$ cat src/logic/luma_cost_macros.svh
`ifndef LUMA_COST_MACROS_SVH
`define LUMA_COST_MACROS_SVH

// ------------------------------------------------------------
// Block geometry
// ------------------------------------------------------------

// Signed coefficient width
`define COEF_W 16

// AC slots carried by one beat, one beat per 4x4 sub-block
`define AC_LANES 16

// Sub-blocks in one 16x16 luma macroblock
`define BEATS_PER_BLOCK 16

// ------------------------------------------------------------
// Accumulator widths
// ------------------------------------------------------------

// 17 squares of up to 2^30 each
`define ENERGY_W 36

// Reported block cost, saturating
`define COST_W 32

`endif

$ cat src/logic/luma_cost_pkg.sv
`include "luma_cost_macros.svh"

package luma_cost_pkg;

    // ------------------------------------------------------------
    // Datapath payloads
    // ------------------------------------------------------------

    // One 4x4 sub-block, lane 0 sits in the low bits of ac
    typedef struct packed {
        logic [`AC_LANES-1:0][`COEF_W-1:0] ac;
        logic [`COEF_W-1:0]                dc;
    } coef_beat_t;

    // Block cost as offered on the output port
    typedef struct packed {
        logic [`COST_W-1:0] cost;
        logic               saturated;
    } cost_result_t;

    // ------------------------------------------------------------
    // Controller
    // ------------------------------------------------------------

    typedef enum logic [1:0] {
        ST_IDLE   = 2'd0,
        ST_ACCUM  = 2'd1,
        ST_DRAIN  = 2'd2,
        ST_REPORT = 2'd3
    } ctrl_state_t;

endpackage

$ cat src/logic/cost_accum.sv
`include "luma_cost_macros.svh"

module cost_accum (
    input  logic                        clk,
    input  logic                        rst_n,
    input  logic [`ENERGY_W-1:0]        energy,
    input  logic                        energy_valid,
    input  logic                        clear_acc,
    output luma_cost_pkg::cost_result_t result
);

    // One spare bit so the carry out of the add is never lost
    localparam int SUM_W = `ENERGY_W + 1;
    localparam logic [`COST_W-1:0] COST_MAX = '1;

    logic [`COST_W-1:0] total;
    logic               saturated;
    logic [SUM_W-1:0]   sum_wide;
    logic               overflow;

    assign sum_wide = SUM_W'(total) + SUM_W'(energy);
    assign overflow = (sum_wide > SUM_W'(COST_MAX));

    // ------------------------------------------------------------
    // Running total
    // ------------------------------------------------------------

    always_ff @(posedge clk or negedge rst_n) begin
        if (!rst_n) begin
            total     <= '0;
            saturated <= 1'b0;
        end else if (clear_acc) begin
            total     <= '0;
            saturated <= 1'b0;
        end else if (energy_valid) begin
            if (overflow) begin
                // Pin at the top, flag sticks until clear
                total     <= COST_MAX;
                saturated <= 1'b1;
            end else begin
                total <= sum_wide[`COST_W-1:0];
            end
        end
    end

    assign result = '{cost: total, saturated: saturated};

endmodule

$ cat config.mk
export PLATFORM = sky130hd
export DESIGN_NAME = cost_accum
export DESIGN_NICKNAME = d
export VERILOG_FILES = /design/src/logic/luma_cost_pkg.sv /design/src/logic/cost_accum.sv
export VERILOG_INCLUDE_DIRS = /design/src /design/src/logic
export SDC_FILE = /design/constraint.sdc
export NUM_CORES = 1
export LEC_CHECK = 0
export ABC_AREA = 1
export BUFFER_PORTS_ARGS = -buffer_cell sky130_fd_sc_hd__buf_2
export CORE_UTILIZATION = 50
export DETAILED_ROUTE_END_ITERATION = 12
export PLACE_DENSITY = 0.77
export REMOVE_ABC_BUFFERS = 1
export SLEW_MARGIN = 40
export SYNTH_ARGS = -nofsm -noshare
export SYNTH_HDL_FRONTEND = slang
export SYNTH_SLANG_ARGS = --single-unit
$ cat constraint.sdc
create_clock -name clk -period 2.91 [get_ports clk]
set_clock_uncertainty 0.15 [all_clocks]
set_input_delay 0.291 -clock clk [delete_from_list [all_inputs] [get_ports clk]]
set_output_delay 0.291 -clock clk [all_outputs]
set_load 0.01 [all_outputs]
# Word-level counts from Yosys, hierarchy flattened
# Index checks and enable logic that the tools add are counted.
# word_totals
out_inout_bits	33
input_bits	40
word_cells	13
reg_bits	33
# classes
n_reduce_logical	3
order_cmp	1
mux	6
add_sub_neg	1
# op_table
op	count
$mux W32	3
$add A32 B36 Y37	1
$gt A37 B32 Y1 const B	1
$reduce_bool A2 Y1	2
$mux W1	3
$reduce_and A2 Y1	1

# Longest topological paths before layout
# logic_depth
ltp_word	5
mapped_depth	21
depth_no_buf	19

# Least setup slack after synthesis
# No wires, ideal clock.
# synth_timing
path_type	reg-to-reg
startpoint	register total[0]
endpoint	register total[15]
path_stages_with_launch	22
arrival_time_ps	2378
n_path_buf	2
slack_ps	262
synth_period_minus_slack_ps	2648
setup_ps	120
required_time_ps	2640
cell_sequence	dfrtp_1 ha_1 inv_1 fa_1 inv_1 nand2_1 nand2_1 nand3_1 nand2_2 nand2_2 nand2_2 nand2_2 nand2_1 nand2_1 nand2_2 nand2_4 nor2_8 nand2_2 buf_6 buf_8 o21ai_1 nand2_1
# synth_via
elab_chain_len	5
# synth_lines
element	line	text
from (decl)	cost_accum.sv:16	logic [`COST_W-1:0] total;
from (signal assigned)	cost_accum.sv:41	total <= sum_wide[`COST_W-1:0];
$add A32 B36 Y37 *	cost_accum.sv:21	assign sum_wide = SUM_W'(total) + SUM_W'(energy);
$gt A37 B32 Y1	cost_accum.sv:22	assign overflow = (sum_wide > SUM_W'(COST_MAX));
$mux W32 *	cost_accum.sv:36	if (overflow) begin
$mux W32 *	cost_accum.sv:35	end else if (energy_valid) begin
$mux W32 *	cost_accum.sv:32	end else if (clear_acc) begin
# Every way passes the cells marked *; elsewhere a longest branch is shown, timed or not. The select of a mux whose other input is x is not followed.
# A chain may end at the register's enable or synchronous reset.

# Final worst setup path
# layout_timing
startpoint	register total[16]
endpoint	register total[27]
# Same word-level chain as after synthesis.

==> flow_summary.json <==
{
  "vdd_ir_drop_max_v": 0.000194,
  "ant_nets": 0,
  "synth.top_cell.area_share_pct": 22.7,
  "dieHeight_microns": 89.7,
  "synth_edf_count": 0,
  "hold_slack_ns": 0.0300,
  "multi_input_area_sq_um": 2680,
  "switchingPower_mw": 0.855,
  "wl_microns": 10600,
  "start_util_pct": 52.5,
  "antenna_found_initial": 0,
  "dr.pass1.iters": 5,
  "status": "finished, final reports clean",
  "finalNonFillerCells": 798,
  "drc_errors": 0,
  "drive_gt1_share_pct": 20.9,
  "track_usage_pct": 27.1,
  "setup-tns-final_ns": 0,
  "power-per-cell-area_nw_per_um2": 431,
  "hold_viol_final": 0,
  "dpl.hpwl_microns": 8480,
  "cp.arrival_ns": 2.75,
  "num_rows": 31,
  "register_area_sq_um": 826,
  "grt_pass1_wl_microns": 17800,
  "cts-htree-levels": 2,
  "synth_cell_types": 40,
  "numPortBuffers": 72,
  "ys_seq_area_share_pct": 21.5,
  "dr.first_iter.drc_count": 195,
  "cts_buffers": 5,
  "dp.cells": 788,
  "final_cell_area_sq_um": 4500,
  "synth_warnings": 0,
  "wl_per_cell_microns": 13.2,
  "root_buffer": "clkbuf_8",
  "setup_viol": 0,
  "finalPower_mw": 1.94,
  "ys_top_cells_by_count": "233 x nand2_1, 72 x inv_1, 38 x a21oi_1, 38 x nor2_1, 33 x dfrtp_1",
  "power.share.switching_pct": 44.2,
  "ios": 73,
  "grt-ovfl-total": 0,
  "synth_seq_cells": 33,
  "syn_avg_cell_area_sq_um": 6.22,
  "final_nets": 771,
  "synth_top_area_cell": "nand2_1",
  "pwr-share-clk_pct": 20.8,
  "synth.most_common_cell": "nand2_1",
  "crit_type": "reg2reg",
  "p_leak_nw": 2.54,
  "cp-end-kind": "register",
  "core_sq_um": 7330,
  "synth_cells": 619,
  "post-route-min-period_ns": 2.72,
  "cp-start-kind": "register",
  "clock.fmax_mhz": 367,
  "rsz0062_at_grt": "no",
  "seq_power_share_pct": 28.0,
  "slew_headroom_pct": 68.0,
  "combPwrFrac_pct": 51.2,
  "netlist_area_sq_um": 3850,
  "p_int_mw": 1.08,
  "worst_slew_pin_slew_ns": 0.475,
  "synthTopCellsByArea": "nand2_1 23%, dfrtp_1 21%, ha_1 10%",
  "vias": 4104,
  "vias_per_cell": 5.14,
  "synth_top_flop_cell": "dfrtp_1",
  "min_path_type": "in2reg",
  "area_delta_synth_final_pct": 16.9,
  "num-fill-cells": 761,
  "dieArea_sq_um": 8050,
  "place_area_sq_um": 4350,
  "globalplace.congestion": 0.974,
  "ys_async_sr_fraction_pct": 100,
  "die-width_microns": 89.7,
  "final_max_slew_viol_count": 0,
  "cts_buffer_depth": 2,
  "clock_sinks": 33,
  "grt_max_degree": 34,
  "worst-path-max-fanout": 14,
  "cap_violations": 0,
  "grt_pass1_vias": 3877,
  "clk_pin_slew_ns": 0.07,
  "finalCritPeriodShare_pct": 93.6,
  "critPathRequiredTime_ns": 2.94,
  "diodes": 0,
  "cts_tree": "done",
  "clk_latency_ns": 0.30
}
## registers in the layout, indices dropped and copies added, names as in the netlist
| signal | count |
|---|---|
| saturated | 1 |
| total | 32 |
## metal layers
| metal | global-route usage (%) | wire (microns) | vias up | share of wire (%) |
|---|---|---|---|---|
| met5 | 0 | 0 | - | 0 |
| met4 | 7.79 | 188 | 0 | 1.8 |
| met3 | 2.54 | 452 | 16 | 4.3 |
| met2 | 45.9 | 4800 | 115 | 46 |
| met1 | 36.6 | 5110 | 1854 | 48 |
| li1 | - | - | 2119 | - |
## cell usage in the layout (no fill, tap or decap), types with 12 or more instances in the layout
cell type	n
a21oi_1	37
buf_2	71
dfrtp_1	33
ha_1	31
inv_1	72
nand2_1	233
nand2_2	24
nand3_1	20
nor2_1	37
nor3_1	12
o21ai_0	12
o21ai_1	19
xor2_1	17
## what timing repair did
action,in CTS,in global routing
hold buffers,1,0
resized for setup,0,19
endpoints found under the hold margin,33,0
endpoints found under the setup margin,0,28
buffers inserted,0,1
## path summary, 6_finish.rpt
| kind | from | end | slack, ns | depth (start not counted) |
|---|---|---|---|---|
| setup / recovery | total[16] | total[27] | 0.19 | 16 |
| hold / removal | clear_acc | saturated | 0.03 | 2 |
| setup reg to reg | total[16] | total[27] | 0.19 | 16 |
| hold reg to reg | saturated | saturated | 0.36 | 2 |
| max in group asynchronous | rst_n | total[12] | 1.97 | 2 |
| min in group asynchronous | rst_n | total[4] | 0.34 | 2 |
## critical path: stages (launching register included)
cell and delay [ns]:
dfrtp_1 0.41, ha_1 0.38, nand2_1 0.12, nand2_1 0.06, nand2_1 0.05, nand3_1 0.12, a21oi_1 0.23, nand3_2 0.13
nand2_1 0.11, nand2_1 0.06, nand2_1 0.07, nand2_2 0.06, nor2_4 0.16, nand2_2 0.10, buf_6 0.16, o21ai_0 0.15
nand2_1 0.07
## area by class of cell
type / count / share of cell area [%]
Clock buffer: 7 / 2.14
Sequential cell: 33 / 18.4
Clock inverter: 1 / 0.111
Multi-Input combinational cell: 494 / 59.6
Timing Repair Buffer: 82 / 10.2
Inverter: 82 / 6.84
Tap cell: 99 / 2.75
## logic make-up after synthesis
kind of cell	count (synthesis)	synth area share, %
AND/OR/NAND/NOR	351	40.1
buffers and inverters	92	9.59
AO/OA/AOI/OAI	83	11.8
adder cells (fa/ha/maj)	33	10.9
flip-flops	33	21.5
XOR/XNOR	27	6.15
## power groups by stage
stage	Clock, mW	Sequential, mW	Combinational (mW)
after floorplan	0	0.569	0.657
after global placement	0	0.548	0.950
after detailed placement	0	0.551	0.959
after CTS	0.412	0.543	0.967
after global routing	0.430	0.550	1.10
final	0.403	0.543	0.991
## per-stage QoR
stage / utilization [%] / worst slack (ns)
floorplan: - / 0.260
global placement: 59.3 / 0.176
detailed placement: 59.3 / 0.0820
CTS: 60.8 / 0.0627
global route: 61.3 / 0.00677
finish: 61.3 / 0.186
(Power assumes the default switching activity.)
