File: config.mk
export PLATFORM = sky130hd
export DESIGN_NAME = cost_ctrl
export DESIGN_NICKNAME = d
export VERILOG_FILES = /design/src/logic/luma_cost_pkg.sv /design/src/logic/cost_ctrl.sv
export VERILOG_INCLUDE_DIRS = /design/src /design/src/logic
export SDC_FILE = /design/constraint.sdc
export NUM_CORES = 1
export LEC_CHECK = 0
export ABC_CLOCK_PERIOD_IN_PS = 2210
export BUFFER_PORTS_ARGS = -buffer_cell sky130_fd_sc_hd__buf_2
export CAP_MARGIN = 20
export CORE_AREA = 8 8 45 47
export CTS_CLUSTER_DIAMETER = 30
export DETAILED_ROUTE_END_ITERATION = 7
export DIE_AREA = 0 0 53 55
export PLACE_DENSITY = 0.42
export SETUP_SLACK_MARGIN = 0.3
export SLEW_MARGIN = 0
export SYNTH_ARGS = -nofsm -noshare
export SYNTH_HDL_FRONTEND = slang
export SYNTH_SLANG_ARGS = --single-unit
File: constraint.sdc
create_clock -name clk -period 2.21 [get_ports clk]
set_clock_uncertainty 0.2 [all_clocks]
set_input_delay 0.442 -clock clk [delete_from_list [all_inputs] [get_ports clk]]
set_output_delay 0.442 -clock clk [all_outputs]
set_load 0.03 [all_outputs]
File: src/logic/luma_cost_macros.svh
`ifndef LUMA_COST_MACROS_SVH
`define LUMA_COST_MACROS_SVH

// ------------------------------------------------------------
// Block geometry
// ------------------------------------------------------------

// Signed coefficient width
`define COEF_W 16

// AC slots carried by one beat, one beat per 4x4 sub-block
`define AC_LANES 16

// Sub-blocks in one 16x16 luma macroblock
`define BEATS_PER_BLOCK 16

// ------------------------------------------------------------
// Accumulator widths
// ------------------------------------------------------------

// 17 squares of up to 2^30 each
`define ENERGY_W 36

// Reported block cost, saturating
`define COST_W 32

`endif

File: src/logic/luma_cost_pkg.sv
`include "luma_cost_macros.svh"

package luma_cost_pkg;

    // ------------------------------------------------------------
    // Datapath payloads
    // ------------------------------------------------------------

    // One 4x4 sub-block, lane 0 sits in the low bits of ac
    typedef struct packed {
        logic [`AC_LANES-1:0][`COEF_W-1:0] ac;
        logic [`COEF_W-1:0]                dc;
    } coef_beat_t;

    // Block cost as offered on the output port
    typedef struct packed {
        logic [`COST_W-1:0] cost;
        logic               saturated;
    } cost_result_t;

    // ------------------------------------------------------------
    // Controller
    // ------------------------------------------------------------

    typedef enum logic [1:0] {
        ST_IDLE   = 2'd0,
        ST_ACCUM  = 2'd1,
        ST_DRAIN  = 2'd2,
        ST_REPORT = 2'd3
    } ctrl_state_t;

endpackage

File: src/logic/cost_ctrl.sv
module cost_ctrl (
    input  logic clk,
    input  logic rst_n,
    input  logic in_valid,
    input  logic out_ready,
    input  logic last_beat,
    output logic in_ready,
    output logic take_beat,
    output logic clear_acc,
    output logic out_valid
);

    import luma_cost_pkg::*;

    ctrl_state_t state;
    ctrl_state_t state_next;

    // ------------------------------------------------------------
    // Handshake decode
    // ------------------------------------------------------------

    // Input open only while a block is being collected
    assign in_ready  = (state == ST_IDLE) || (state == ST_ACCUM);
    assign take_beat = in_valid && in_ready;

    // Total is final once DRAIN has passed, so valid is a pure state decode
    assign out_valid = (state == ST_REPORT);

    // Output transfer completes, start the next block from zero
    assign clear_acc = out_valid && out_ready;

    // ------------------------------------------------------------
    // Next state
    // ------------------------------------------------------------

    always_comb begin
        state_next = state;
        case (state)
            ST_IDLE: begin
                if (take_beat) begin
                    state_next = last_beat ? ST_DRAIN : ST_ACCUM;
                end
            end
            ST_ACCUM: begin
                if (take_beat && last_beat) begin
                    state_next = ST_DRAIN;
                end
            end
            // One cycle for the last energy to reach the accumulator
            ST_DRAIN: begin
                state_next = ST_REPORT;
            end
            // Back-pressure parks here, input stays closed
            ST_REPORT: begin
                if (out_ready) begin
                    state_next = ST_IDLE;
                end
            end
            default: begin
                state_next = ST_IDLE;
            end
        endcase
    end

    // ------------------------------------------------------------
    // State register
    // ------------------------------------------------------------

    always_ff @(posedge clk or negedge rst_n) begin
        if (!rst_n) begin
            state <= ST_IDLE;
        end else begin
            state <= state_next;
        end
    end

endmodule

=== After elaboration in Yosys (flattened, before gate mapping) ===
Cells that the tools add are included.

* Output and inout bits: 4
* Word-level logic and storage cells: 18
* Flip-flop bits (word level): 2

* Reduce and logical (&&, ||, !) cells: 6
* Eq/ne operators: 6
* Mux-type cells: 5

{| class="wikitable"
|+ Operators by type and width
! kind !! number
|-
| $mux 2 || 4
|-
| $pmux 2 s4 || 1
|-
| $eq 2x2->1 const B || 2
|-
| $ne 2x2->1 const B || 2
|-
| $logic_and 1x1->1 || 3
|-
| $reduce_and 3->1 || 1
|-
| $eq 2x1->1 const B || 1
|-
| $logic_not 2->1 || 1
|-
| $ne 2x1->1 const B || 1
|-
| $logic_or 1x1->1 || 1
|}

=== Logic depth before layout (Yosys ltp) ===
Gate-level depths: netlist (run 1).

* Word-level depth: 6
* Mapped depth: 5
* Mapped depth without buffers: 5

=== Least setup slack after synthesis (run 1) ===
OpenSTA, ideal clock, no wires.

* Path kind: register to output
* Start: register state[0]
* End: output take_beat
* Arrival: 1.328 ns
* Stages on the path, launching flop included: 5
* Slack: 0.240 ns
* Data required time: 1.568 ns
* Cells stage by stage: dfrtp_1 -> inv_1 -> ha_1 -> or2_2 -> and2_2

* Word-level cells in the longest chain between the ends: 3
* Elaborated cells between the ends (all ways): 4

{| class="wikitable"
|+ Ends and longest elaborated chain
! element !! line !! source
|-
| from (decl) || cost_ctrl.sv:15 || <nowiki>ctrl_state_t state;</nowiki>
|-
| from (signal assigned) || cost_ctrl.sv:73 || <nowiki>state <= state_next;</nowiki>
|-
| $eq 2x1->1 or $logic_not 2->1 (tied branches) || cost_ctrl.sv:23 || <nowiki>assign in_ready = (state == ST_IDLE) || (state == ST_ACCUM);</nowiki>
|-
| $logic_or 1x1->1 (*) || cost_ctrl.sv:23 ||
|-
| net in_ready || cost_ctrl.sv:7 || <nowiki>output logic in_ready,</nowiki>
|-
| $logic_and 1x1->1 (*) || cost_ctrl.sv:24 || <nowiki>assign take_beat = in_valid && in_ready;</nowiki>
|-
| to (decl) || cost_ctrl.sv:8 || <nowiki>output logic take_beat,</nowiki>
|}

The timed path passes the listed nets; every way through them passes the cells marked *.

=== Final worst setup path (run 1) ===
* Start: register state[0]
* End: output take_beat

* Word-level cells in the longest chain between the ends: 3
* Elaborated cells between the ends (all ways): 4

{| class="wikitable"
|+ Ends and longest elaborated chain
! element !! line
|-
| $eq 2x1->1 or $logic_not 2->1 (tied branches) || cost_ctrl.sv:23
|-
| $logic_or 1x1->1 (*) || cost_ctrl.sv:23
|-
| $logic_and 1x1->1 (*) || cost_ctrl.sv:24
|}

Mark *: on every way between the ends. The rest lies on a longest branch, timed or not.

==> impl_metrics.toml, run 1 <==
[run_status]
status = "completed"

[sta]
relSlewSlack_pct = 79.8
finalMaxSlewViolations = 0
rsz0062_at_grt = "true"
max_freq_ghz = 0.510
period_minus_slack_ps = 1960
whs_ps = 334
setup_viol = 0
fin_tns_setup_ps = 0
tightest_slew_ps = 303
hold_violations = 0
layout_setup_ws_ps = 251
fin_crit_sh_pct = 88.7

[route]
wirelength_um = 476
drtIter0Drc = 0
drc_errors = 0
vias = 187
dr.pass1.iters = 1
avgViaCountPerCell = 3.67
wl_per_cell_um = 9.33
ant_nets = 0

[grt]
grt_max_degree = 4
grt_remaining_overflow = 0
grt_pass1_vias = 192
grt_pass1_wl_um = 731
grt_use_total_pct = 3.61
antenna_found_initial = 0

[placed_design]
pre_cts_slack_ps = 256
io_buffer_count = 8
gp_congestion = 0.662

[setup_path]
crit_arrival_ps = 1320
ff2ff_setup_slack_ps = 620
cp-end-kind = "primary output"
rr_startpoint = "state[0]"
critPathMaxFanout = 3
start_kind = "register"
crit_type = "reg2out"
worstPathRequired_ps = 1570
r2r_cells = 5
reg2reg_to = "state[1]"

[logic_synthesis]
yosys.area.top_type = "dfrtp_1"
synth_area_um2 = 201
netlist_top_cells_count = "inv_1 (5), ha_1 (4), mux2i_1 (4)"
yosysWarningCount = 0
synth-seq-area-share_pct = 24.8
async_flop_share_pct = 100
syn_nets = 29
yosys-top-cells-area = "dfrtp_1 (25%), ha_1 (25%), mux2i_1 (20%)"
synth_top_area_share_pct = 24.8
yosysMostFrequentCell = "inv_1"
synth.distinct_cells = 9
ys_ff_latch = 2
synth_cells = 20
synth_flop_cell = "dfrtp_1"
synth.avg_cell_area_um2 = 10.1
synth-edff-count = 0

[clock_tree]
cts_buffer_depth = 2
root_buffer = "clkbuf_4"
clkTransAtPathRegs_ps = 30
cts_sinks = 2
tritoncts = "done"
cts_max_level = 1
insertion_delay_ps = 220
cts_buffers = 3

[cells_and_area]
antennaDiodeCount = 0
drive_above_1_share_pct = 65.7
seqCellArea_um2 = 51.3
largest_reg_flops = 2
multiInputGateArea_um2 = 164
nFillCells = 145
layout.nets = 46
final_util_pct = 26.1
top_register = "state"
top_regs = "state (2)"
syn2layout_area_growth_pct = 79.5

[pwr]
peakVddDrop_mv = 0.586
cellPowerDensity_nw_per_um2 = 1530
p_leak_nw = 0.185
finalPower_uw = 553

[worst_hold_path]
hp-class = "in2async"

[die]
io_pins = 9
fp.dieW_um = 53
fp.coreArea_um2 = 1380
die_h_um = 55
start_util_pct = 14.6
row_count = 14
fp.dieArea_um2 = 2920

[job]
max-cap-violations = 0
==> kinds of logic after synthesis <==
logic type	Yosys count	share of synthesized area, %
AO/OA/AOI/OAI	2	11.2
multiplexers	4	19.9
flip-flops	2	24.8
AND/OR/NAND/NOR	3	9.94
buffers and inverters	5	9.32
adder cells (fa/ha/maj)	4	24.8
==> area by class of cell <==
type	instances	area share, %
multi-input combinational	13	45.3
timing repair buffer	12	23.5
sequential	2	14.2
clock buffer	3	6.23
tap	16	5.54
inverter	5	5.19
==> critical path, cell delays in order (launching register included) <==
cell	delay, ps
dfrtp_2	430
ha_4	170
or2_4	240
and2_4	130
buf_6	130
==> routing by layer <==
metal / vias up / routed length (µm) / track usage, %
met5: - / 0 / 0
met4: 0 / 0 / 5.17
met3: 0 / 74 / 1.34
met2: 9 / 206 / 4.49
met1: 84 / 194 / 3.96
li1: 94 / - / -
==> per-stage QoR <==
step                      instance area [µm²]  cells
after CTS                                 352     51
final                                     362     51
after global routing                      362     51
after floorplan                           204     20
after detailed placement                  264     44
after global placement                    264     44
==> worst max path at each step <==
| stage | start | to | slack (ps) | cells past startpoint |
|---|---|---|---|---|
| 6_report | state[0] | take_beat | 250 | 4 |
| 5_1_grt | state[1] | take_beat | 200 | 5 |
| 4_1_cts | state[0] | take_beat | 210 | 5 |
| 3_5_place_dp | state[0] | take_beat | 260 | 5 |
| 3_3_place_gp | state[0] | take_beat | 260 | 5 |
| 2_1_floorplan | state[0] | take_beat | 340 | 4 |
==> power breakdown <==
part	total (mW)	switching [mW]	internal (mW)
clock network	0.0796	0.0197	0.0598
registers	0.0782	0.0190	0.0592
logic	0.395	0.200	0.195
total	0.553	0.239	0.314
==> repair_timing <==
item | 4_1_cts | 5_1_grt
hold endpoints to repair | 2 | 0
pin swaps | 3 | 0
buffers inserted | 3 | 0
setup endpoints to repair | 2 | 3
resized for setup | 9 | 5
hold buffers | 1 | 0
==> placed cells by master, fill, tap and decap left out, drive strengths merged <==
| cell | count |
|---|---|
| dfrtp | 2 |
| a21boi | 1 |
| and2 | 2 |
| dlygate4sd3 | 1 |
| clkbuf | 3 |
| a221oi | 1 |
| inv | 5 |
| ha | 4 |
| mux2i | 4 |
| or2 | 1 |
| buf | 11 |
No activity file was read; power rests on OpenSTA's default activity.
==> inputs of run 2 (changes only) <==
--- a/config.mk
+++ b/config.mk
@@ -14,6 +14,7 @@
 export DETAILED_ROUTE_END_ITERATION = 7
 export DIE_AREA = 0 0 53 55
 export PLACE_DENSITY = 0.42
+export RECOVER_POWER = 25
 export SETUP_SLACK_MARGIN = 0.3
 export SLEW_MARGIN = 0
 export SYNTH_ARGS = -nofsm -noshare
==> impl_metrics.toml, run 2 (synthesis gave the netlist of run 1 again) <==
[run_status]
status = "completed"

[worst_hold_path]
hp-class = "in2async"

[setup_path]
reg2reg_to = "state[1]"
ff2ff_setup_slack_ps = 620
slowest_stage = "dfrtp_2"
cp_cell_sequence = "ha_4, or2_4, and2_4, buf_6"
worstPathRequired_ps = 1570
critPathMaxFanout = 3
r2r_cells = 5
rr_startpoint = "state[0]"
crit_buf_inv = 1
cp-end-kind = "primary output"
crit_type = "reg2out"
critical_path.max_stage_delay_ps = 430
crit_arrival_ps = 1320
crit_family = "flip-flops"
start_kind = "register"

[sta]
fin_crit_sh_pct = 88.7
setup_viol = 0
max_freq_ghz = 0.510
layout_setup_ws_ps = 251
hold_violations = 0
relSlewSlack_pct = 79.8
tightest_slew_ps = 303
fin_tns_setup_ps = 0
finalMaxSlewViolations = 0
period_minus_slack_ps = 1960
whs_ps = 336
rsz0062_at_grt = "true"

[die]
io_pins = 9
fp.dieW_um = 53
fp.coreArea_um2 = 1380
fp.dieArea_um2 = 2920
start_util_pct = 14.6
row_count = 14
die_h_um = 55

[grt]
antenna_found_initial = 0
grt_max_degree = 4
grt_pass1_vias = 192
grt_use_total_pct = 3.61
grt_pass1_wl_um = 731
grt_remaining_overflow = 0

[cells_and_area]
drive_above_1_share_pct = 62.9
antennaDiodeCount = 0
layout.nets = 46
top_register = "state"
design_area_um2 = 360
layout.cells.non_filler = 51
final_util_pct = 26.0
final_common_cell = "buf_2"
syn2layout_area_growth_pct = 78.9
final_cell_mix = "buf_2 (5), mux2i_1 (4), inv_1 (3), clkbuf_4 (3), buf_4 (3)"
largest_reg_flops = 2
top_regs = "state (2)"

[clock_tree]
cts_max_level = 1
root_buffer = "clkbuf_4"
cts_buffer_depth = 2
tritoncts = "done"
clkTransAtPathRegs_ps = 30
cts_sinks = 2
cts_buffers = 3
insertion_delay_ps = 220

[route]
wl_per_cell_um = 9.33
wirelength_um = 476
dr.pass1.iters = 1
drtIter0Drc = 0
avgViaCountPerCell = 3.67
vias = 187
drc_errors = 0
ant_nets = 0

[pwr]
peakVddDrop_mv = 0.586
finalPower_uw = 553
cellPowerDensity_nw_per_um2 = 1540
p_leak_nw = 0.183

[placed_design]
gp_congestion = 0.662
io_buffer_count = 8
place_area_um2 = 264
pre_cts_slack_ps = 256
placed_cells = 44

[job]
max-cap-violations = 0
==> run 2: cell types whose count changed in the layout (fill, tap and decap cells not counted) <==
cell and change:
clkbuf_1 +1, buf_2 -1
==> run 2: per-layer routing <==
metal,share of wire [%],track usage [%]
met2,43,4.49
met4,0,5.17
met3,16,1.34
met1,41,3.96
met5,0,0
==> run 2: cell type report <==
type	count	area [µm²]
Multi-Input combinational cell	13	164
Fill cell	146	1020
Inverter	5	18.8
Tap cell	16	20.0
Clock buffer	3	22.5
Timing Repair Buffer	12	83.8
Sequential cell	2	51.3
==> run 2: what timing repair did <==
| item | in CTS | in global routing |
|---|---|---|
| setup buffers | 3 | 0 |
| gates resized for setup | 9 | 5 |
| hold endpoints to repair | 2 | 0 |
| pin swaps | 3 | 0 |
| hold buffers | 1 | 0 |
| endpoints found under the setup margin | 2 | 3 |
==> run 2: worst register-to-register path: stages, from the launching register on <==
cell	delay, ps
dfrtp_2	390
inv_2	60
ha_4	150
buf_4	140
a221oi_2	330
mux2i_1	230
==> run 2: worst max-delay path by stage <==
stage,slack [ps],cells past startpoint,to,startpoint
2_1_floorplan,340,4,take_beat,state[0]
3_3_place_gp,260,5,take_beat,state[0]
3_5_place_dp,260,5,take_beat,state[0]
4_1_cts,210,5,take_beat,state[0]
5_1_grt,200,5,take_beat,state[1]
6_report,250,4,take_beat,state[0]
==> run 2: power breakdown <==
part | internal (mW) | total (mW) | switching [mW]
Clock | 0.0598 | 0.0797 | 0.0198
Combinational | 0.195 | 0.395 | 0.200
Sequential | 0.0592 | 0.0782 | 0.0190
Total | 0.314 | 0.553 | 0.239
==> inputs of run 3 (changes only) <==
--- a/config.mk
+++ b/config.mk
@@ -13,6 +13,7 @@
 export CTS_CLUSTER_DIAMETER = 30
 export DETAILED_ROUTE_END_ITERATION = 7
 export DIE_AREA = 0 0 53 55
+export GPL_ROUTABILITY_DRIVEN = 0
 export PLACE_DENSITY = 0.42
 export RECOVER_POWER = 25
 export SETUP_SLACK_MARGIN = 0.3
==> constraint.sdc (replaced) <==
create_clock -name clk -period 2.21 [get_ports clk]
set_clock_uncertainty 0.2 [all_clocks]
set_input_delay 0.442 -clock clk [delete_from_list [all_inputs] [get_ports clk]]
set_output_delay 0.442 -clock clk [all_outputs]
set_load 0.01 [all_outputs]
==> impl_metrics.toml, run 3 (synthesis gave the netlist of run 1 again) <==
[run_status]
status = "completed"

[cells_and_area]
final_util_pct = 26.8
multiInputGateArea_um2 = 174
drive_above_1_share_pct = 61.1
final_cell_mix = "buf_2 (6), mux2i_1 (4), buf_4 (4)"
syn2layout_area_growth_pct = 83.9
nFillCells = 140
design_area_um2 = 370
top_regs = "state (2)"
antennaDiodeCount = 0
final_common_cell = "buf_2"
top_register = "state"
seqCellArea_um2 = 50.0
layout.nets = 47
largest_reg_flops = 2

[worst_hold_path]
hp-class = "in2async"

[route]
drtIter0Drc = 0
vias = 182
wl_per_cell_um = 9.42
wirelength_um = 490
drc_errors = 0
dr.pass1.iters = 1
ant_nets = 0
avgViaCountPerCell = 3.50

[clock_tree]
clkTransAtPathRegs_ps = 30
root_buffer = "clkbuf_4"
cts_max_level = 1
tritoncts = "done"
cts_buffer_depth = 2
insertion_delay_ps = 220
cts_buffers = 3
cts_sinks = 2

[die]
fp.dieArea_um2 = 2920
fp.dieW_um = 53
fp.coreArea_um2 = 1380
row_count = 14
start_util_pct = 14.6
io_pins = 9
die_h_um = 55

[job]
max-cap-violations = 0

[placed_design]
pre_cts_slack_ps = 249
io_buffer_count = 8
place_area_um2 = 262

[grt]
grt_use_total_pct = 3.77
grt_pass1_wl_um = 759
antenna_found_initial = 0
grt_max_degree = 4
grt_remaining_overflow = 0
grt_pass1_vias = 204

[sta]
rsz0062_at_grt = "true"
hold_violations = 0
finalMaxSlewViolations = 0
layout_setup_ws_ps = 248
fin_crit_sh_pct = 88.8
setup_viol = 0
relSlewSlack_pct = 80.4
tightest_slew_ps = 294
period_minus_slack_ps = 1960
fin_tns_setup_ps = 0
max_freq_ghz = 0.510

[setup_path]
crit_type = "reg2out"
worstPathRequired_ps = 1570
crit_arrival_ps = 1320
start_kind = "register"
critPathMaxFanout = 3
cp-end-kind = "primary output"

[pwr]
p_leak_nw = 0.190
cellPowerDensity_nw_per_um2 = 1400
peakVddDrop_mv = 0.594
-- run 3: cell count changes in the layout (fill, tap and decap cells not counted), sizes merged --
cell	before	now
buf	10	11
-- run 3: repair_timing --
item / CTS / global route
resized for setup: 9 / 2
setup buffers: 4 / 0
pin swaps: 3 / 0
hold endpoints to repair: 2 / 0
hold buffers: 1 / 0
endpoints found under the setup margin: 2 / 2
-- run 3: final cells by class --
class / count / area share (%)
clock buffer: 3 / 6.08
inverter: 5 / 5.07
multi-input combinational: 13 / 47.0
sequential: 2 / 13.5
tap: 16 / 5.41
timing repair buffer: 13 / 23.0
-- run 3: routing by layer --
metal | routed length, µm | GRT usage (%)
met2 | 208 | 4.49
met4 | 0 | 5.17
met5 | 0 | 0
met1 | 188 | 3.95
met3 | 92 | 2.14
-- run 3: stage by stage --
step	power [mW]	std cells	hold WS, ps
floorplan	0.247	20	-53.6
global placement	0.315	44	29.1
detailed placement	0.315	44	28.6
CTS	0.513	52	322
global route	0.562	52	348
finish	0.518	52	333
-- run 3: final timing paths --
kind                       slack (ps)      start        end  depth (start not counted)
setup / recovery                  250   state[0]  take_beat                          5
hold / removal                    330      rst_n   state[0]                          2
setup reg to reg                  590   state[0]   state[0]                          5
hold reg to reg                   410   state[1]   state[1]                          2
max in group asynchronous        1350      rst_n   state[1]                          2
min in group clk                  380  last_beat   state[1]                          3
-- run 3: critical path, stage by stage (launching register included) --
cell and delay, ps:
dfrtp_1 400, inv_2 80, ha_4 150, or2_4 220, and2_4 130, buf_6 110
-- run 3: report_power, final --
group / switching, mW / internal, mW / leakage, nW
logic: 0.160 / 0.203 / 0.152
clock network: 0.0203 / 0.0599 / 0.0138
registers: 0.0176 / 0.0574 / 0.0240
total: 0.197 / 0.321 / 0.190
