--- config.mk ---
export PLATFORM = sky130hd
export DESIGN_NAME = subblock_counter
export DESIGN_NICKNAME = d
export VERILOG_FILES = /design/src/logic/subblock_counter.sv
export VERILOG_INCLUDE_DIRS = /design/src /design/src/logic
export SDC_FILE = /design/constraint.sdc
export NUM_CORES = 1
export LEC_CHECK = 0
export BUFFER_PORTS_ARGS = -buffer_cell sky130_fd_sc_hd__buf_2
export CAP_MARGIN = 25
export CORE_AREA = 2 2 39 41
export CTS_BUF_LIST = sky130_fd_sc_hd__clkbuf_8
export DETAILED_ROUTE_END_ITERATION = 8
export DIE_AREA = 0 0 41 43
export PLACE_DENSITY = 0.4
export SLEW_MARGIN = 0
export SYNTH_ARGS = -nofsm -noshare
export SYNTH_HDL_FRONTEND = slang
export SYNTH_SLANG_ARGS = --single-unit
--- constraint.sdc ---
create_clock -name clk -period 1.1 [get_ports clk]
set_clock_uncertainty 0.05 [all_clocks]
set_input_delay 0.275 -clock clk [delete_from_list [all_inputs] [get_ports clk]]
set_output_delay 0.275 -clock clk [all_outputs]
set_load 0.01 [all_outputs]
--- src/logic/luma_cost_macros.svh ---
`ifndef LUMA_COST_MACROS_SVH
`define LUMA_COST_MACROS_SVH

// ------------------------------------------------------------
// Block geometry
// ------------------------------------------------------------

// Signed coefficient width
`define COEF_W 16

// AC slots carried by one beat, one beat per 4x4 sub-block
`define AC_LANES 16

// Sub-blocks in one 16x16 luma macroblock
`define BEATS_PER_BLOCK 16

// ------------------------------------------------------------
// Accumulator widths
// ------------------------------------------------------------

// 17 squares of up to 2^30 each
`define ENERGY_W 36

// Reported block cost, saturating
`define COST_W 32

`endif

--- src/logic/subblock_counter.sv ---
`include "luma_cost_macros.svh"

module subblock_counter (
    input  logic clk,
    input  logic rst_n,
    input  logic take_beat,
    output logic last_beat
);

    localparam int CNT_W = $clog2(`BEATS_PER_BLOCK);
    localparam logic [CNT_W-1:0] LAST_IDX = CNT_W'(`BEATS_PER_BLOCK - 1);

    // Index of the sub-block expected next
    logic [CNT_W-1:0] beat_idx;

    // High while the next accepted beat closes the macroblock
    assign last_beat = (beat_idx == LAST_IDX);

    always_ff @(posedge clk or negedge rst_n) begin
        if (!rst_n) begin
            beat_idx <= '0;
        end else if (take_beat) begin
            if (last_beat) begin
                // Wrap for the next macroblock
                beat_idx <= '0;
            end else begin
                beat_idx <= beat_idx + 1'b1;
            end
        end
    end

endmodule

Yosys cells after proc, flatten, opt, wreduce, memory -nomap -nowiden
Cells that the tools add are included.
Widths: inputs -> output; s select.
Storage, ports and cells
  bits in registers: 4
  input port bits: 3
  output and inout bits: 1
Cells by class
  add/subtract/negate cells: 1
  equality and inequality tests: 1
  multiplexer cells: 1
Operators by type and width (number)
  $add 4x1->4 const B: 1
  $eq 4x4->1 const B: 1
  $mux 4: 1

Depth between registers and ports, before layout
Gate-level depths: netlist (run 1).
  word-level depth: 2
  gate-level depth with buffers: 3
  gate-level depth less buffers: 3

Least setup slack after synthesis (run 1)
Ideal clock, no wire load.
  path kind: register to output
  start point: register beat_idx[0]
  end point: output port last_beat
  data arrival time: 0.824 ns
  data required time: 0.775 ns
  slack: -0.049 ns
  cell stages (with the launch flop): 3
  buffers on the path: 0
  cell sequence: dfrtp_1 -> ha_1 -> and3_1
Between the ends
  longest elaborated chain between the ends: 1
Ends and longest elaborated chain
  start: declaration: line subblock_counter.sv:14  | logic [CNT_W-1:0] beat_idx;
  start signal: assignment: line subblock_counter.sv:27  | beat_idx <= beat_idx + 1'b1;
  $eq 4x4->1: line subblock_counter.sv:17  | assign last_beat = (beat_idx == LAST_IDX);
  end: declaration: line subblock_counter.sv:7  | output logic last_beat
No other way between the ends.

Worst setup path in the final report (run 1)
  start point: register beat_idx[1]
  end point: output port last_beat
The elaborated chain is that of the path after synthesis.

==> summary.md, run 1 <==
| Metric | Value |
|---|---|
| Yosys reg bits | `4` |
| Worst setup slack after layout | `-288 ps` |
| Die extent in y | `43 um` |
| Fin. max-slew vios | `0` |
| Via count of the first global-routing pass | `182` |
| Required @ worst endpoint | `770 ps` |
| Leakage power figure | `0.155 nW` |
| Warnings, synthesis | `0` |
| WL/cell | `9.70 um` |
| Wire length of the first global-routing pass | `676 um` |
| Arrival time of data at the critical path endpoint | `1060 ps` |
| Die area | `0.00176 sq mm` |
| Total track usage | `6.76%` |
| Clock Pin Slew Worst Setup and Hold Paths | `30 ps` |
| Layout Cell Area excl Fill | `345 sq um` |
| Hold Path Class | `in -> reg` |
| Clock network latency to the later pin of the worst-skew pair | `210 ps` |
| Worst-case hold slack | `325 ps` |
| CP max-delay cell | `dfrtp_1` |
| Total negative slack for setup checks | `-372 ps` |
| Most frequent standard cell in the layout excluding fill and tap cells | `buf_4` |
| Top library cells by usage in the layout, fill and taps aside | `5 x buf_4, 4 x dfrtp_1, 3 x clkbuf_8` |
| Number of DRC violations after detailed routing | `0` |
| Root buffer cell | `clkbuf_8` |
| Violations in the final reports | `negative setup slack` |
| Worst Setup Start Kind | `flop` |
| Critical Path Max Stage Delay | `370 ps` |
| Critical Path Fanout Max | `2` |
| Number of buffers on the longest clock path | `2` |
| Number of antenna-violating nets in the routed design | `0` |
| Maxcap violations | `0` |
| Number of buffers created by CTS | `3` |
| Largest register by flop count | `beat_idx` |
| Netlist cell types | `10` |
| Pwr dens | `2700 mW/mm^2` |
| # nets final | `34` |
| Worst Setup Slack post-DPL | `-86.5 ps` |
| Post-synthesis instance total | `15` |
| Area growth from synthesis to layout | `86.5%` |
| Effective utilization at floorplan | `13.4%` |
| Drt first-iter violations | `0` |
| Global placer's final weighted congestion | `0.523` |
| Number of sinks handled by clock tree synthesis | `4` |
| Placed cell area | `258 sq um` |
| Cell area after synthesis | `185 sq um` |
| Critical path, cell by cell | `ha_2 > and3_4 > buf_6` |
| Area of the core region | `0.00138 sq mm` |
| Number of buffer cells added on primary ports | `3` |
| Setup violation total in the final timing report | `3` |
| Via density | `3.86` |
| Clock period minus worst slack | `1390 ps` |
| Number of instances on the worst hold path | `2` |
| Crit path capture type | `primary output` |
| Antenna violations before repair | `0` |
| Measured slew at the worst slew-check pin | `209 ps` |
| Number of cells on the critical path | `3` |
| Clock tree from TritonCTS | `built` |
| Maximum vdd drop | `380 uV` |
| Post-route fraction of the period consumed by the critical path | `126%` |
| Worst slew margin | `85.9%` |
| Count of standard-cell rows | `14` |
| Remaining global-route overflow | `0` |
| Fraction of layout cells with a size suffix above 1 | `60.7%` |
| Result of the run | `complete, but fails checks` |
| Synthesized Nets | `19` |
| Number of inserted diodes | `0` |
| Registers with the most flip-flops | `beat_idx: 4 flops` |
| CP Class | `reg -> out` |
| Routed wire length | `427 um` |
| Synth Area per Inst | `12.3 sq um` |
| Fin util | `25.0%` |
| Deepest level of the CTS H-tree | `1` |
| Max Freq | `0.720 GHz` |
| Router iterations before antenna repair | `1` |
| Number of cells traversed by the worst register-to-register path | `5` |
| Number of hold-slack violations in the final timing report | `0` |
| CP top delay family | `flip-flops` |
| Largest net degree at the start of global routing | `7` |
| Count of boundary I/O pins | `4` |
| Count of buffer and inverter cells on the critical path | `1` |
| Share of the yosys chip area belonging to registers | `54.1%` |
| Unrepaired setup endpoints after global routing | `true` |
| Vias | `170` |
| Overall die width | `41 um` |
| Max FFs per register | `4` |
-- logic make-up after synthesis --
kind of cell	count (synthesis)	share of synthesized area (%)
AO/OA/AOI/OAI	4	16.2
AND/OR/NAND/NOR	4	12.2
flip-flops	4	54.1
XOR/XNOR	1	4.73
multiplexers	1	6.08
adder cells (fa/ha/maj)	1	6.76
-- area by class of cell --
cell class | instances | area (sq um)
fillers | 153 | 1040
clock buffers | 3 | 41.3
well taps | 16 | 20.0
flip-flops and latches | 4 | 100
multi-input cells | 11 | 104
repair buffers | 10 | 80.1
-- report_power, final --
group | leakage (nW) | switching (mW) | internal (mW)
clock network | 0.0216 | 0.0683 | 0.233
logic | 0.0862 | 0.139 | 0.230
registers | 0.0472 | 0.0437 | 0.217
total | 0.155 | 0.251 | 0.680
-- timing repair --
| action | 4_1_cts | 5_1_grt |
|---|---|---|
| setup buffers | 2 | 1 |
| pin swaps | 3 | 1 |
| endpoints found under the hold margin | 4 | 0 |
| hold buffers | 1 | 0 |
| setup endpoints to repair | 2 | 3 |
| resized for setup | 3 | 1 |
-- synthesized netlist by cell type --
cell type  instances  area (sq um)
nand2b_1           2          12.5
nand2_1            1          3.75
a21o_1             1          7.51
dfrtp_1            4           100
ha_1               1          12.5
o21ai_1            1          5.00
a41oi_1            2          17.5
xnor2_1            1          8.76
and3_1             1          6.26
mux2_2             1          11.3
-- worst register-to-register path, stage by stage (launching register included) --
cell	delay [ps]
dfrtp_1	370
ha_2	190
buf_4	130
buf_6	100
a21o_1	150
a41oi_2	110
-- layer usage --
layer	GRT usage, %	part of all wire, %
met1	5.23	32
met2	9.38	61
met3	4.71	7.3
met4	8.00	0
met5	0	0
-- metrics by stage --
stage | power (mW) | instances
global route | 1.01 | 44
CTS | 0.923 | 43
detailed placement | 0.558 | 38
floorplan | 0.415 | 15
finish | 0.931 | 44
global placement | 0.541 | 38
-- path summary, 6_finish.rpt --
check / start / to / slack [ps]
worst max-delay path: beat_idx[1]$_DFFE_PN0P_ / last_beat / -290
worst min-delay path: take_beat / beat_idx[3]$_DFFE_PN0P_ / 330
worst max register to register: beat_idx[1]$_DFFE_PN0P_ / beat_idx[3]$_DFFE_PN0P_ / -80
worst min register to register: beat_idx[3]$_DFFE_PN0P_ / beat_idx[3]$_DFFE_PN0P_ / 470
max in group asynchronous: rst_n / beat_idx[0]$_DFFE_PN0P_ / 530
min in group asynchronous: rst_n / beat_idx[3]$_DFFE_PN0P_ / 350
Power figures use the tool's default switching activity.
==> inputs of run 2 (changes only) <==
Settings changed: RECOVER_POWER from default to 100.
==> summary.md, run 2 (synthesis results as in run 1) <==
| Metric | Value |
|---|---|
| Unrepaired setup endpoints after global routing | `true` |
| Measured slew at the worst slew-check pin | `239 ps` |
| Max Freq | `0.720 GHz` |
| Non-filler cells, final | `44` |
| Fraction of layout cells with a size suffix above 1 | `57.1%` |
| Number of inserted diodes | `0` |
| Number of hold-slack violations in the final timing report | `0` |
| Router iterations before antenna repair | `1` |
| Top library cells by usage in the layout, fill and taps aside | `5 x buf_4, 4 x dfrtp_1, 3 x clkbuf_8` |
| Leakage power figure | `0.152 nW` |
| Number of buffer cells added on primary ports | `3` |
| Max FFs per register | `4` |
| # nets final | `34` |
| CP Class | `reg -> out` |
| Largest net degree at the start of global routing | `7` |
| Critical Path Fanout Max | `2` |
| Number of buffers on the longest clock path | `2` |
| Share of total power consumed by net switching | `27.0%` |
| Registers with the most flip-flops | `beat_idx: 4 flops` |
| Crit path capture type | `primary output` |
| Wire length of the first global-routing pass | `676 um` |
| Area growth from synthesis to layout | `85.8%` |
| Clock tree from TritonCTS | `built` |
| R2R setup slack | `-80 ps` |
| Number of cells traversed by the worst register-to-register path | `5` |
| Overall die width | `41 um` |
| Via count of the first global-routing pass | `182` |
| Effective utilization at floorplan | `13.4%` |
| Setup violation total in the final timing report | `3` |
| Worst Setup Start Kind | `flop` |
| Worst-case hold slack | `325 ps` |
| Antenna violations before repair | `0` |
| Drt first-iter violations | `0` |
| Global placer's final weighted congestion | `0.523` |
| Remaining global-route overflow | `0` |
| WL/cell | `9.68 um` |
| Total negative slack for setup checks | `-372 ps` |
| Cells after DPL | `38` |
| Total track usage | `6.76%` |
| Number of buffers created by CTS | `3` |
| Sink of the worst hold path | `beat_idx[3]$_DFFE_PN0P_` |
| Count of filler cells inserted in the layout | `153` |
| Maximum vdd drop | `379 uV` |
| Clock network latency to the later pin of the worst-skew pair | `210 ps` |
| Number of DRC violations after detailed routing | `0` |
| Worst slew margin | `84.1%` |
| Switching power | `251 uW` |
| Clock group share of total power | `32.3%` |
| Root buffer cell | `clkbuf_8` |
| Maxcap violations | `0` |
| Clock period minus worst slack | `1390 ps` |
| Worst R2R End | `beat_idx[3]$_DFFE_PN0P_` |
| Hold Path Class | `in -> reg` |
| Violations in the final reports | `negative setup slack` |
| Fin. max-slew vios | `0` |
| Number of antenna-violating nets in the routed design | `0` |
| Deepest level of the CTS H-tree | `1` |
| Count of boundary I/O pins | `4` |
| Number of sinks handled by clock tree synthesis | `4` |
| Area of the core region | `0.00138 sq mm` |
| Vias | `170` |
| Clock Pin Slew Worst Setup and Hold Paths | `30 ps` |
| Die area | `0.00176 sq mm` |
| Layout Cell Area excl Fill | `344 sq um` |
| Number of instances on the worst hold path | `2` |
| Most frequent standard cell in the layout excluding fill and tap cells | `buf_4` |
| Via density | `3.86` |
| Largest register by flop count | `beat_idx` |
| Proportion of power drawn by combinational gates | `39.6%` |
| Die extent in y | `43 um` |
| Worst setup slack after layout | `-288 ps` |
| R2R Path Start | `beat_idx[1]$_DFFE_PN0P_` |
| Arrival time of data at the critical path endpoint | `1060 ps` |
| Share of total power in sequential cells | `28.0%` |
| Result of the run | `complete, but fails checks` |
| Fin util | `24.9%` |
| Int Pwr | `680 uW` |
| Count of standard-cell rows | `14` |
| Post-route fraction of the period consumed by the critical path | `126%` |
| Required @ worst endpoint | `770 ps` |
| Routed wire length | `426 um` |
| Pwr dens | `2700 mW/mm^2` |
| Placed cell area | `258 sq um` |
| Min-Delay Startpoint | `take_beat` |
==> run 2: changes by cell type in the layout (fill, tap and decap cells not counted), sizes merged <==
cell    change
buf         -1
clkbuf      +1
==> run 2: worst max-delay path by stage <==
stage	from	to	slack (ps)
floorplan	beat_idx[0]$_DFFE_PN0P_	last_beat	4
finish	beat_idx[1]$_DFFE_PN0P_	last_beat	-290
global route	beat_idx[1]$_DFFE_PN0P_	last_beat	-330
global placement	beat_idx[0]$_DFFE_PN0P_	last_beat	-80
CTS	beat_idx[1]$_DFFE_PN0P_	last_beat	-300
detailed placement	beat_idx[0]$_DFFE_PN0P_	last_beat	-90
==> run 2: repair_timing <==
action / in CTS / in global routing
hold buffers: 1 / 0
endpoints found under the hold margin: 4 / 0
gates resized for setup: 3 / 1
setup buffers: 2 / 1
pin swaps: 3 / 1
endpoints found under the setup margin: 2 / 3
==> run 2: power groups by stage <==
stage          clock network (mW)  registers [mW]  logic [mW]
6_report                    0.301           0.261       0.369
5_1_grt                     0.328           0.272       0.405
4_1_cts                     0.316           0.261       0.346
3_5_place_dp                    0           0.259       0.299
3_3_place_gp                    0           0.253       0.288
2_1_floorplan                   0           0.273       0.142
==> run 2: worst max-delay path: stages (launching register included) <==
cell and delay [ps]:
dfrtp_1 370, ha_2 190, and3_4 180, buf_6 110
==> run 2: final cells by class <==
cell class                 instances  area (sq um)  share of cell area [%]
multi-input combinational         11           104                    30.2
sequential                         4           100                    29.1
timing repair buffer              10          78.8                    22.9
clock buffer                       3          41.3                    12.0
tap                               16          20.0                    5.82
==> run 2: layer usage <==
metal	GRT usage (%)	up-vias	part of all wire [%]
met5	0	-	0
met4	8.00	0	0
met3	4.71	0	7.3
met2	9.38	4	61
met1	5.23	84	32
li1	-	82	-
==> run 2: stage by stage <==
stage,total power [mW],setup WS [ps]
after floorplan,0.415,4.35
after global placement,0.541,-78.8
after detailed placement,0.558,-86.5
after CTS,0.923,-296
after global routing,1.00,-326
final,0.931,-288
==> inputs of run 3 (changes only) <==
Settings changed: CTS_BUF_LIST sky130_fd_sc_hd__clkbuf_8 to sky130_fd_sc_hd__clkbuf_4.
==> summary.md, run 3 (synthesis results as in run 1) <==
| Metric | Value |
|---|---|
| Overall die width | `41 um` |
| Via count of the first global-routing pass | `178` |
| Max FFs per register | `4` |
| Number of sinks handled by clock tree synthesis | `4` |
| Crit path capture type | `primary output` |
| Max Freq | `0.711 GHz` |
| Placed cell area | `258 sq um` |
| R2R Path Start | `beat_idx[1]$_DFFE_PN0P_` |
| Count of standard-cell rows | `14` |
| Pwr dens | `2480 mW/mm^2` |
| R2R setup slack | `-80 ps` |
| Clock period minus worst slack | `1410 ps` |
| Number of buffers created by CTS | `3` |
| Post-route fraction of the period consumed by the critical path | `128%` |
| Clock network latency to the later pin of the worst-skew pair | `230 ps` |
| Area growth from synthesis to layout | `75.7%` |
| Worst R2R End | `beat_idx[3]$_DFFE_PN0P_` |
| Worst slew margin | `84.1%` |
| Number of antenna-violating nets in the routed design | `0` |
| Unrepaired setup endpoints after global routing | `true` |
| Setup violation total in the final timing report | `3` |
| Deepest level of the CTS H-tree | `1` |
| Largest register by flop count | `beat_idx` |
| Clock Pin Slew Worst Setup and Hold Paths | `40 ps` |
| Arrival time of data at the critical path endpoint | `1080 ps` |
| Worst setup slack after layout | `-307 ps` |
| CP max-delay cell | `dfrtp_1` |
| Critical Path Fanout Max | `2` |
| Met1 usage | `4.58%` |
| Number of buffer cells added on primary ports | `3` |
| Fraction of layout cells with a size suffix above 1 | `57.1%` |
| CP Class | `reg -> out` |
| Routed wire length | `418 um` |
| Global placer's final weighted congestion | `0.523` |
| Total track usage | `6.26%` |
| Area of the core region | `0.00138 sq mm` |
| Largest net degree at the start of global routing | `7` |
| Via density | `3.89` |
| Router iterations before antenna repair | `1` |
| Sink of the worst hold path | `beat_idx[3]$_DFFE_PN0P_` |
| Min-Delay Startpoint | `take_beat` |
| Number of DRC violations after detailed routing | `0` |
| Number of cells traversed by the worst register-to-register path | `5` |
| WL/cell | `9.50 um` |
| Met2 routing resource usage after global routing | `9.38%` |
| Top library cells by usage in the layout, fill and taps aside | `5 x buf_4, 4 x dfrtp_1, 3 x clkbuf_4` |
| Fin. max-slew vios | `0` |
| Worst Setup Slack post-DPL | `-86.5 ps` |
| Number of inserted diodes | `0` |
| Die area | `0.00176 sq mm` |
| # nets final | `34` |
| Critical path, cell by cell | `ha_2 > and3_4 > buf_6` |
| Multi-input logic area | `104 sq um` |
| Layout Cell Area excl Fill | `325 sq um` |
| Number of instances on the worst hold path | `2` |
| Antenna violations before repair | `0` |
| Number of hold-slack violations in the final timing report | `0` |
| Leakage power figure | `0.144 nW` |
| Maximum vdd drop | `332 uV` |
| GR met3 Demand/Resource | `3.14%` |
| Violations in the final reports | `negative setup slack` |
| Clock tree from TritonCTS | `built` |
| Count of filler cells inserted in the layout | `157` |
| Most frequent standard cell in the layout excluding fill and tap cells | `buf_4` |
| Most used routing layer | `met2` |
| Critical Path Max Stage Delay | `370 ps` |
| Fin util | `23.5%` |
| PnR Total Power | `806 uW` |
| Die extent in y | `43 um` |
| Number of buffers on the longest clock path | `2` |
| Hold Path Class | `in -> reg` |
| Wire length of the first global-routing pass | `634 um` |
| Maxcap violations | `0` |
| Sequential cell area | `100 sq um` |
| Registers with the most flip-flops | `beat_idx: 4 flops` |
| Vias | `171` |
| Worst Setup Start Kind | `flop` |
| Required @ worst endpoint | `770 ps` |
| Drt first-iter violations | `0` |
| Result of the run | `complete, but fails checks` |
| Total negative slack for setup checks | `-391 ps` |
| Measured slew at the worst slew-check pin | `239 ps` |
| Effective utilization at floorplan | `13.4%` |
| Remaining global-route overflow | `0` |
| Count of boundary I/O pins | `4` |
| Root buffer cell | `clkbuf_4` |
==> run 3: worst max-delay path: cells and delay by family (launching register included) <==
family	cells	cell delay (ps)
simple gates	1	180
buf+inv	1	110
fa+ha+maj	1	190
flops	1	370
==> run 3: stage by stage <==
stage | std cells | hold WS [ps]
2_1_floorplan | 15 | -70.6
4_1_cts | 43 | 288
3_3_place_gp | 38 | 34.3
5_1_grt | 44 | 316
3_5_place_dp | 38 | 38.3
6_report | 44 | 307
==> run 3: how the worst max path moves through the flow <==
stage / cells after the start / startpoint / slack, ps / endpoint
after floorplan: 2 / beat_idx[0]$_DFFE_PN0P_ / 4 / last_beat
after global placement: 3 / beat_idx[0]$_DFFE_PN0P_ / -80 / last_beat
after CTS: 3 / beat_idx[1]$_DFFE_PN0P_ / -320 / last_beat
after detailed placement: 3 / beat_idx[0]$_DFFE_PN0P_ / -90 / last_beat
final: 3 / beat_idx[1]$_DFFE_PN0P_ / -310 / last_beat
after global routing: 3 / beat_idx[1]$_DFFE_PN0P_ / -350 / last_beat
==> run 3: power breakdown <==
part           switching [mW]  leakage [nW]  internal, mW
logic                   0.139        0.0834         0.230
registers              0.0437        0.0472         0.217
clock network          0.0543        0.0138         0.122
==> run 3: repair_timing <==
action                                  CTS  global route
buffers inserted                          2             1
hold buffers                              1             0
endpoints found under the hold margin     4             0
endpoints found under the setup margin    2             3
gates resized for setup                   3             1
pin swaps                                 3             1
==> run 3: cell type report <==
| cell class | count | area share (%) |
|---|---|---|
| Timing Repair Buffer | 10 | 24.2 |
| Sequential cell | 4 | 30.8 |
| Tap cell | 16 | 6.15 |
| Clock buffer | 3 | 6.92 |
| Multi-Input combinational cell | 11 | 31.9 |
==> run 3: metal layers <==
metal	up-vias	part of all wire, %	routed length (um)
li1	82	-	-
met1	85	31	129
met2	4	61	257
met3	0	7.4	31
met4	0	0	0
met5	-	0	0
